### config.mk
export PLATFORM = sky130hd
export DESIGN_NAME = bdDecoder
export DESIGN_NICKNAME = d
export VERILOG_FILES = /design/src/verilog/bdDecodePkg.sv /design/src/verilog/bdDecoder.sv /design/src/verilog/bdPartFsm.sv /design/src/verilog/bdPartTimer.sv /design/src/verilog/bdRouteDecoder.sv /design/src/verilog/bdWordAssembler.sv
export SDC_FILE = /design/constraint.sdc
export NUM_CORES = 1
export LEC_CHECK = 0
export BUFFER_PORTS_ARGS = -buffer_cell sky130_fd_sc_hd__buf_2
export CAP_MARGIN = 15
export CORE_AREA = 2 2 78 80
export DETAILED_ROUTE_END_ITERATION = 10
export DIE_AREA = 0 0 80 82
export GPL_ROUTABILITY_DRIVEN = 0
export PLACE_DENSITY = 0.77
export SETUP_SLACK_MARGIN = 0.02
export SLEW_MARGIN = 10
export SYNTH_ARGS = -nofsm -noshare
export SYNTH_HDL_FRONTEND = slang
export SYNTH_HIERARCHICAL = 1
export SYNTH_SLANG_ARGS = --single-unit
### constraint.sdc
create_clock -name clk -period 3.3 [get_ports clk]
set_input_delay 0.165 -clock clk [delete_from_list [all_inputs] [get_ports clk]]
set_output_delay 0.165 -clock clk [all_outputs]
set_load 0.01 [all_outputs]
### src/verilog/bdDecodePkg.sv
package bdDecodePkg;

  ////////////////////
  // widths
  ////////////////////

  // raw word out of the BD horn
  localparam int BdWordWidth = 34;
  // one half of a two-part DUMP_AM word
  localparam int PartWidth = 19;
  // assembled DUMP_AM is the widest payload
  localparam int PayloadWidth = 2 * PartWidth;
  // anything single-part fits in here
  localparam int SinglePayloadWidth = 32;
  localparam int LeafCodeWidth = 4;
  localparam int NumLeaves = 13;

  ////////////////////
  // leaf codes
  ////////////////////

  // enum value is the output leaf code
  typedef enum logic [LeafCodeWidth-1:0] {
    DUMP_AM         = 4'd0,
    DUMP_MM         = 4'd1,
    DUMP_PAT        = 4'd2,
    DUMP_POST_FIFO0 = 4'd3,
    DUMP_POST_FIFO1 = 4'd4,
    DUMP_PRE_FIFO   = 4'd5,
    DUMP_TAT0       = 4'd6,
    DUMP_TAT1       = 4'd7,
    NRNI            = 4'd8,
    OVFLW0          = 4'd9,
    OVFLW1          = 4'd10,
    RO_ACC          = 4'd11,
    RO_TAT          = 4'd12,
    INVALID         = 4'd13
  } leafE;

  ////////////////////
  // route tables
  ////////////////////

  // routes left-aligned in the word, indexed by leaf code
  // overflow routes are only partly known, so both leaves share one
  localparam logic [0:NumLeaves-1][BdWordWidth-1:0] routeTable = '{
    BdWordWidth'(15'b100100000000000) << (BdWordWidth - 15),
    BdWordWidth'(15'b100100000000001) << (BdWordWidth - 15),
    BdWordWidth'(14'b10010000000001) << (BdWordWidth - 14),
    BdWordWidth'(15'b100100000001100) << (BdWordWidth - 15),
    BdWordWidth'(15'b100100000001101) << (BdWordWidth - 15),
    BdWordWidth'(14'b10010000000101) << (BdWordWidth - 14),
    BdWordWidth'(5'b10000) << (BdWordWidth - 5),
    BdWordWidth'(5'b10001) << (BdWordWidth - 5),
    BdWordWidth'(3'b101) << (BdWordWidth - 3),
    BdWordWidth'(14'b10010000000100) << (BdWordWidth - 14),
    BdWordWidth'(14'b10010000000100) << (BdWordWidth - 14),
    BdWordWidth'(2'b01) << (BdWordWidth - 2),
    BdWordWidth'(2'b00) << (BdWordWidth - 2)
  };

  // route length in bits, same order
  localparam logic [0:NumLeaves-1][5:0] routeLenTable = '{
    6'd15, 6'd15, 6'd14, 6'd15, 6'd15, 6'd14, 6'd5,
    6'd5, 6'd3, 6'd14, 6'd14, 6'd2, 6'd2
  };

  // decoded word, code on top
  typedef struct packed {
    leafE leafCode;
    logic [PayloadWidth-1:0] payload;
  } bdWordT;

endpackage

### src/verilog/bdDecoder.sv
`timescale 1ns/1ps

module bdDecoder #(
  parameter int TimeoutCycles = 16
) (
  input  logic                clk,
  input  logic                rstN,
  input  logic [33:0]         bdIn,
  input  logic                bdInValid,
  output logic                bdInAck,
  output bdDecodePkg::bdWordT decOut,
  output logic                decOutValid,
  input  logic                decOutAck,
  output logic                orphanDrop
);

  bdDecodePkg::bdWordT rawWord;
  logic                capture;
  logic                emitWhole;
  logic                timerStart;
  logic                timerStop;
  logic                expired;

  ////////////////////
  // route decode
  ////////////////////

  bdRouteDecoder i_routeDecoder (
    .bdIn    (bdIn),
    .rawWord (rawWord)
  );

  ////////////////////
  // two-part control
  ////////////////////

  bdPartFsm i_partFsm (
    .clk         (clk),
    .rstN        (rstN),
    .leafCode    (rawWord.leafCode),
    .bdInValid   (bdInValid),
    .decOutAck   (decOutAck),
    .expired     (expired),
    .bdInAck     (bdInAck),
    .decOutValid (decOutValid),
    .capture     (capture),
    .emitWhole   (emitWhole),
    .timerStart  (timerStart),
    .timerStop   (timerStop),
    .orphanDrop  (orphanDrop)
  );

  // orphan timeout
  bdPartTimer #(
    .TimeoutCycles (TimeoutCycles)
  ) i_partTimer (
    .clk        (clk),
    .rstN       (rstN),
    .timerStart (timerStart),
    .timerStop  (timerStop),
    .expired    (expired)
  );

  // half store and output mux
  bdWordAssembler i_wordAssembler (
    .clk       (clk),
    .rstN      (rstN),
    .rawWord   (rawWord),
    .capture   (capture),
    .emitWhole (emitWhole),
    .decOut    (decOut)
  );

endmodule

### src/verilog/bdPartFsm.sv
`timescale 1ns/1ps

module bdPartFsm (
  input  logic              clk,
  input  logic              rstN,
  input  bdDecodePkg::leafE leafCode,
  input  logic              bdInValid,
  input  logic              decOutAck,
  input  logic              expired,
  output logic              bdInAck,
  output logic              decOutValid,
  output logic              capture,
  output logic              emitWhole,
  output logic              timerStart,
  output logic              timerStop,
  output logic              orphanDrop
);

  typedef enum logic {
    Idle,
    Waiting
  } stateE;

  stateE state;
  stateE stateNext;
  logic  isAm;

  // only place the AM leaf is recognized
  assign isAm = (leafCode == bdDecodePkg::DUMP_AM);

  ////////////////////
  // next state, handshake
  ////////////////////

  always_comb begin
    // default is passthrough, zero latency
    stateNext   = state;
    decOutValid = bdInValid;
    bdInAck     = bdInValid & decOutAck;
    capture     = 1'b0;
    emitWhole   = 1'b0;
    timerStart  = 1'b0;
    timerStop   = 1'b0;
    if (state == Idle) begin
      if (bdInValid && isAm) begin
        // first half goes into the assembler, nothing out
        decOutValid = 1'b0;
        bdInAck     = 1'b1;
        capture     = 1'b1;
        timerStart  = 1'b1;
        stateNext   = Waiting;
      end
    end else if (expired) begin
      // first half orphaned, hold off any AM half this cycle
      stateNext = Idle;
      if (isAm) begin
        decOutValid = 1'b0;
        bdInAck     = 1'b0;
      end
    end else if (bdInValid && isAm) begin
      // second half, emit the pair
      emitWhole = 1'b1;
      if (decOutAck) begin
        timerStop = 1'b1;
        stateNext = Idle;
      end
    end
  end

  ////////////////////
  // registers
  ////////////////////

  always_ff @(posedge clk or negedge rstN) begin
    if (!rstN) begin
      state      <= Idle;
      orphanDrop <= 1'b0;
    end else begin
      state      <= stateNext;
      // single-cycle drop flag
      orphanDrop <= (state == Waiting) && expired;
    end
  end

endmodule

### src/verilog/bdPartTimer.sv
`timescale 1ns/1ps

module bdPartTimer #(
  parameter int TimeoutCycles = 16
) (
  input  logic clk,
  input  logic rstN,
  input  logic timerStart,
  input  logic timerStop,
  output logic expired
);

  localparam int CountWidth = $clog2(TimeoutCycles + 1);

  logic                  armed;
  logic [CountWidth-1:0] count;

  // count holds the edges seen since the first half, start edge included
  assign expired = armed && (count == CountWidth'(TimeoutCycles));

  always_ff @(posedge clk or negedge rstN) begin
    if (!rstN) begin
      armed <= 1'b0;
      count <= '0;
    end else if (timerStart) begin
      armed <= 1'b1;
      count <= CountWidth'(1);
    end else if (timerStop || expired) begin
      // second half taken or wait over
      armed <= 1'b0;
      count <= '0;
    end else if (armed) begin
      count <= count + 1'b1;
    end
  end

endmodule

### src/verilog/bdRouteDecoder.sv
`timescale 1ns/1ps

module bdRouteDecoder (
  input  logic [33:0]          bdIn,
  output bdDecodePkg::bdWordT  rawWord
);

  ////////////////////
  // parallel match
  ////////////////////

  // one match bit per leaf, bit index is the leaf code
  logic [bdDecodePkg::NumLeaves-1:0] match;
  // payload mask per leaf, everything below the route
  logic [bdDecodePkg::NumLeaves-1:0][bdDecodePkg::BdWordWidth-1:0] leafPayMask;

  for (genvar i = 0; i < bdDecodePkg::NumLeaves; i++) begin : gLeaf
    localparam logic [bdDecodePkg::BdWordWidth-1:0] PayMask =
      {bdDecodePkg::BdWordWidth{1'b1}} >> bdDecodePkg::routeLenTable[i];
    assign leafPayMask[i] = PayMask;
    // route bits only, compared against the table
    assign match[i] = ((bdIn & ~PayMask) == bdDecodePkg::routeTable[i]);
  end

  ////////////////////
  // one-hot to code
  ////////////////////

  bdDecodePkg::leafE leaf;
  logic [bdDecodePkg::BdWordWidth-1:0] payMask;
  logic [bdDecodePkg::BdWordWidth-1:0] maskedWord;

  always_comb begin
    case (match)
      13'b0_0000_0000_0001: leaf = bdDecodePkg::DUMP_AM;
      13'b0_0000_0000_0010: leaf = bdDecodePkg::DUMP_MM;
      13'b0_0000_0000_0100: leaf = bdDecodePkg::DUMP_PAT;
      13'b0_0000_0000_1000: leaf = bdDecodePkg::DUMP_POST_FIFO0;
      13'b0_0000_0001_0000: leaf = bdDecodePkg::DUMP_POST_FIFO1;
      13'b0_0000_0010_0000: leaf = bdDecodePkg::DUMP_PRE_FIFO;
      13'b0_0000_0100_0000: leaf = bdDecodePkg::DUMP_TAT0;
      13'b0_0000_1000_0000: leaf = bdDecodePkg::DUMP_TAT1;
      13'b0_0001_0000_0000: leaf = bdDecodePkg::NRNI;
      13'b0_0010_0000_0000: leaf = bdDecodePkg::OVFLW0;
      13'b0_0100_0000_0000: leaf = bdDecodePkg::OVFLW1;
      // identical overflow routes always hit together
      13'b0_0110_0000_0000: leaf = bdDecodePkg::OVFLW0;
      13'b0_1000_0000_0000: leaf = bdDecodePkg::RO_ACC;
      13'b1_0000_0000_0000: leaf = bdDecodePkg::RO_TAT;
      default:              leaf = bdDecodePkg::INVALID;
    endcase
  end

  // invalid keeps the whole word
  always_comb begin
    payMask = {bdDecodePkg::BdWordWidth{1'b1}};
    for (int i = 0; i < bdDecodePkg::NumLeaves; i++) begin
      if (leaf == bdDecodePkg::leafE'(i)) begin
        payMask = leafPayMask[i];
      end
    end
  end

  assign maskedWord = bdIn & payMask;

  // truncate to the single-part limit, zero-extend
  assign rawWord.leafCode = leaf;
  assign rawWord.payload = bdDecodePkg::PayloadWidth'(
    maskedWord[bdDecodePkg::SinglePayloadWidth-1:0]);

endmodule

### src/verilog/bdWordAssembler.sv
`timescale 1ns/1ps

module bdWordAssembler (
  input  logic                clk,
  input  logic                rstN,
  input  bdDecodePkg::bdWordT rawWord,
  input  logic                capture,
  input  logic                emitWhole,
  output bdDecodePkg::bdWordT decOut
);

  ////////////////////
  // first half store
  ////////////////////

  logic [bdDecodePkg::PartWidth-1:0] halfQ;

  always_ff @(posedge clk or negedge rstN) begin
    if (!rstN) begin
      halfQ <= '0;
    end else if (capture) begin
      halfQ <= rawWord.payload[bdDecodePkg::PartWidth-1:0];
    end
  end

  ////////////////////
  // output select
  ////////////////////

  always_comb begin
    if (emitWhole) begin
      // first half low, second half high
      decOut.leafCode = bdDecodePkg::DUMP_AM;
      decOut.payload  = {rawWord.payload[bdDecodePkg::PartWidth-1:0], halfQ};
    end else begin
      // every other leaf untouched
      decOut = rawWord;
    end
  end

endmodule
==> run metrics <==
GRT Total Usage=between 10% and 20%; area leader, netlist=mux2_4; die width=approximately 80 µm; pin count of the biggest net entering global routing=29; number of synthesized flops with an enable pin=0; Synth warnings=6; status=complete, no violations; DRC violations left=0; Die Ht=around 82 µm; unrepaired setup endpoints after global routing=false; Max Clk Rate=329 MHz; Die ar.=roughly 6600 µm²; R2R depth=9; Worst-Skew Late Latency=approximately 0.27 ns; flop2flop setup slack=between 1 and 1.5 ns; first-pass GRT wire length=around 7500 µm; Final Hold Violating Endpoints=0; DRT Pass-1 Iters=4; Commonest cells post-synth=mux2_4 (46), buf_4 (27), dfrtp_1 (27), mux2_2 (11), nor2_1 (11); skew final=~0.0012 ns; Area Growth Syn to Fin=11.1%; share of post-route cells with drive strength above 1=between 50% and 60%; Synth top area share=between 20% and 30%; Seq cells post-synth=27; Arr. time, crit path=~2.9 ns; critical path's largest stage delay=around 0.46 ns; setup TNS=0 ns; max_cap viols=0; Max FO, Critical Path=14; Worst VDD drop=0.000139 V; Num CTS Buffers=3; post-route ant nets=0; GRT overflow=0; count leader, synth=mux2_4; Relative slew margins=between 50% and 60%; Async SR Flop Fraction=100%; final setup margin=approximately 0.26 ns; Least-Margin Pin Slew=around 0.61 ns; Mapped Area=between 2000 and 3000 µm²; Starting Density=~44%; hpwl dp=about 3800 µm; DRT Wirelength=4800 µm; Pleak=1.39 nW; row count=28; antenna violations before repair=0; n_diodes=0; worst path bufs/invs=3; Root Driver=clkbuf_8; Final Cycle Share=around 92%; vias post-DR=1701; clock-pin slew on the worst setup and hold paths=0.09 ns; Syn Inst Count=between 200 and 250; max-slew violation count=0; hold path start=bdIn[17]; PortBufs=82; pre-CTS setup slack=between 0.15 and 0.2 ns; CTS tree=yes; clk sinks=27; Avg Inst Size Synth=11.4 µm²; Area after DPL=around 2700 µm²; CP cell instances=buf_2 -> nor4_1 -> nand2_1 -> o21ai_1 -> nand2_1 -> nor4_4 -> nand2_2 -> nor2_4 -> buf_4 -> mux2_4 -> buf_2; Crit. End Element=output pin; worst hold stages=2; CP max-delay cell=nor4_1; wire per inst=13.7 µm; post-route cell area=roughly 2800 µm²; initial DRC count=approximately 80; Vias per Instance=between 4 and 5; class of the worst hold path=in2reg; fin crit period=a little over 3 ns; vias in the first global route=around 1600; synth top area cells=mux2_4 (27%), dfrtp_1 (27%), buf_4 (8.1%), mux2_2 (4.9%), buf_12 (3.2%); critical path required time=about 3.1 ns; Worst R2R End=i_partTimer/count[3]; nets=about 320; R2R Path Start=i_partTimer/count[0]; clock buffer depth=2; CP Launch Type=input pin; total core area=about 5700 µm²; Crit Path Category=in2out; Primary FF master, synth=dfrtp_1; sequential share of the synthesized area=26.9%; H-Tree Depth=1; cell family with most CP delay=simple AND/OR/NAND/NOR gates; Post-CTS Setup Repair Bufs=0; Tot Pwr=roughly 0.73 mW; post-synthesis cell type count=53; Worst Hold End=i_wordAssembler/halfQ[17]; PwrDens=261 nW/µm²; Final Setup Violations=0; io pins=83
through the flow:
step,hold slack (ns),cells,util (%)
2_1_floorplan,-0.131,226,-
3_3_place_gp,0.215,344,47.6
3_5_place_dp,0.217,344,47.6
4_1_cts,0.141,349,48.6
5_1_grt,0.143,349,48.6
6_report,0.152,349,48.6
registers in the layout, indices dropped and copies added, names as in the netlist:
| register | flops |
|---|---|
| i_partTimer/armed | 1 |
| i_partFsm/state | 1 |
| i_partFsm/orphanDrop | 1 |
| i_partTimer/count | 5 |
| i_wordAssembler/halfQ | 19 |
placed cells by master, fill, tap and decap left out, drive strengths merged, types with 3 or more instances in the layout:
cell | netlist | final
nand2b | 6 | 6
inv | 6 | 6
mux2 | 57 | 57
o21a | 4 | 4
xor2 | 3 | 3
a21oi | 3 | 3
xnor2 | 3 | 3
clkbuf | 7 | 3
nor2b | 5 | 5
conb | 1 | 6
buf | 36 | 86
nand2 | 5 | 5
o21ai | 8 | 8
and2 | 3 | 3
nor2 | 11 | 11
dfrtp | 27 | 27
per-layer routing:
layer  track usage, %  vias to the layer above  part of all wire (%)
met3             3.19                        2                   6.9
met1             19.1                      802                    47
met5                0                        -                     0
met2             24.6                       46                    46
met4             2.54                        0                  0.21
li1                 -                      851                     -
layout make-up:
class,instances,area [µm²]
inverters,6,22.5
multi-input cells,150,1490
flip-flops and latches,27,676
clock buffers,3,41.3
fillers,534,2950
repair buffers,87,463
clock inverters,1,5.00
well taps,75,93.8
worst max-delay path by stage:
| stage | start | to | slack [ns] | cells past startpoint |
|---|---|---|---|---|
| after floorplan | bdIn[24] | decOut[10] | 0.81 | 10 |
| after CTS | bdIn[24] | decOut[17] | 0.14 | 11 |
| after global placement | bdIn[24] | decOut[6] | 0.26 | 11 |
| after detailed placement | bdIn[24] | decOut[17] | 0.16 | 11 |
| final | bdIn[24] | decOut[6] | 0.26 | 11 |
| after global routing | bdIn[24] | decOut[23] | 0.03 | 11 |
cells by family after synthesis:
family	share of synthesized area (%)
AO/OA/AOI/OAI	8.91
XOR/XNOR	2.09
adder cells (fa/ha/maj)	0.996
buffers and inverters	14.9
flip-flops	26.9
multiplexers	32.8
other	0.149
AND/OR/NAND/NOR	13.2
where the power goes:
group	switching (mW)	internal [mW]	total (mW)
sequential	0.00916	0.338	0.347
combinational	0.0949	0.0970	0.192
clock	0.105	0.0846	0.190
worst reg2reg max path, stage by stage (launching register included):
cell      delay (ns)
dfrtp_1         0.43
inv_1           0.08
ha_1            0.19
nand4b_4        0.11
nor2_1          0.24
nand2b_1        0.30
nor3_2          0.09
nor2_1          0.12
o21ai_2         0.09
nor2_1          0.11
what timing repair did:
item	4_1_cts	5_1_grt
hold buffers	1	0
resized for setup	0	1
endpoints found under the hold margin	27	0
setup endpoints to repair	0	32
No activity file was read; power rests on OpenSTA's default activity.
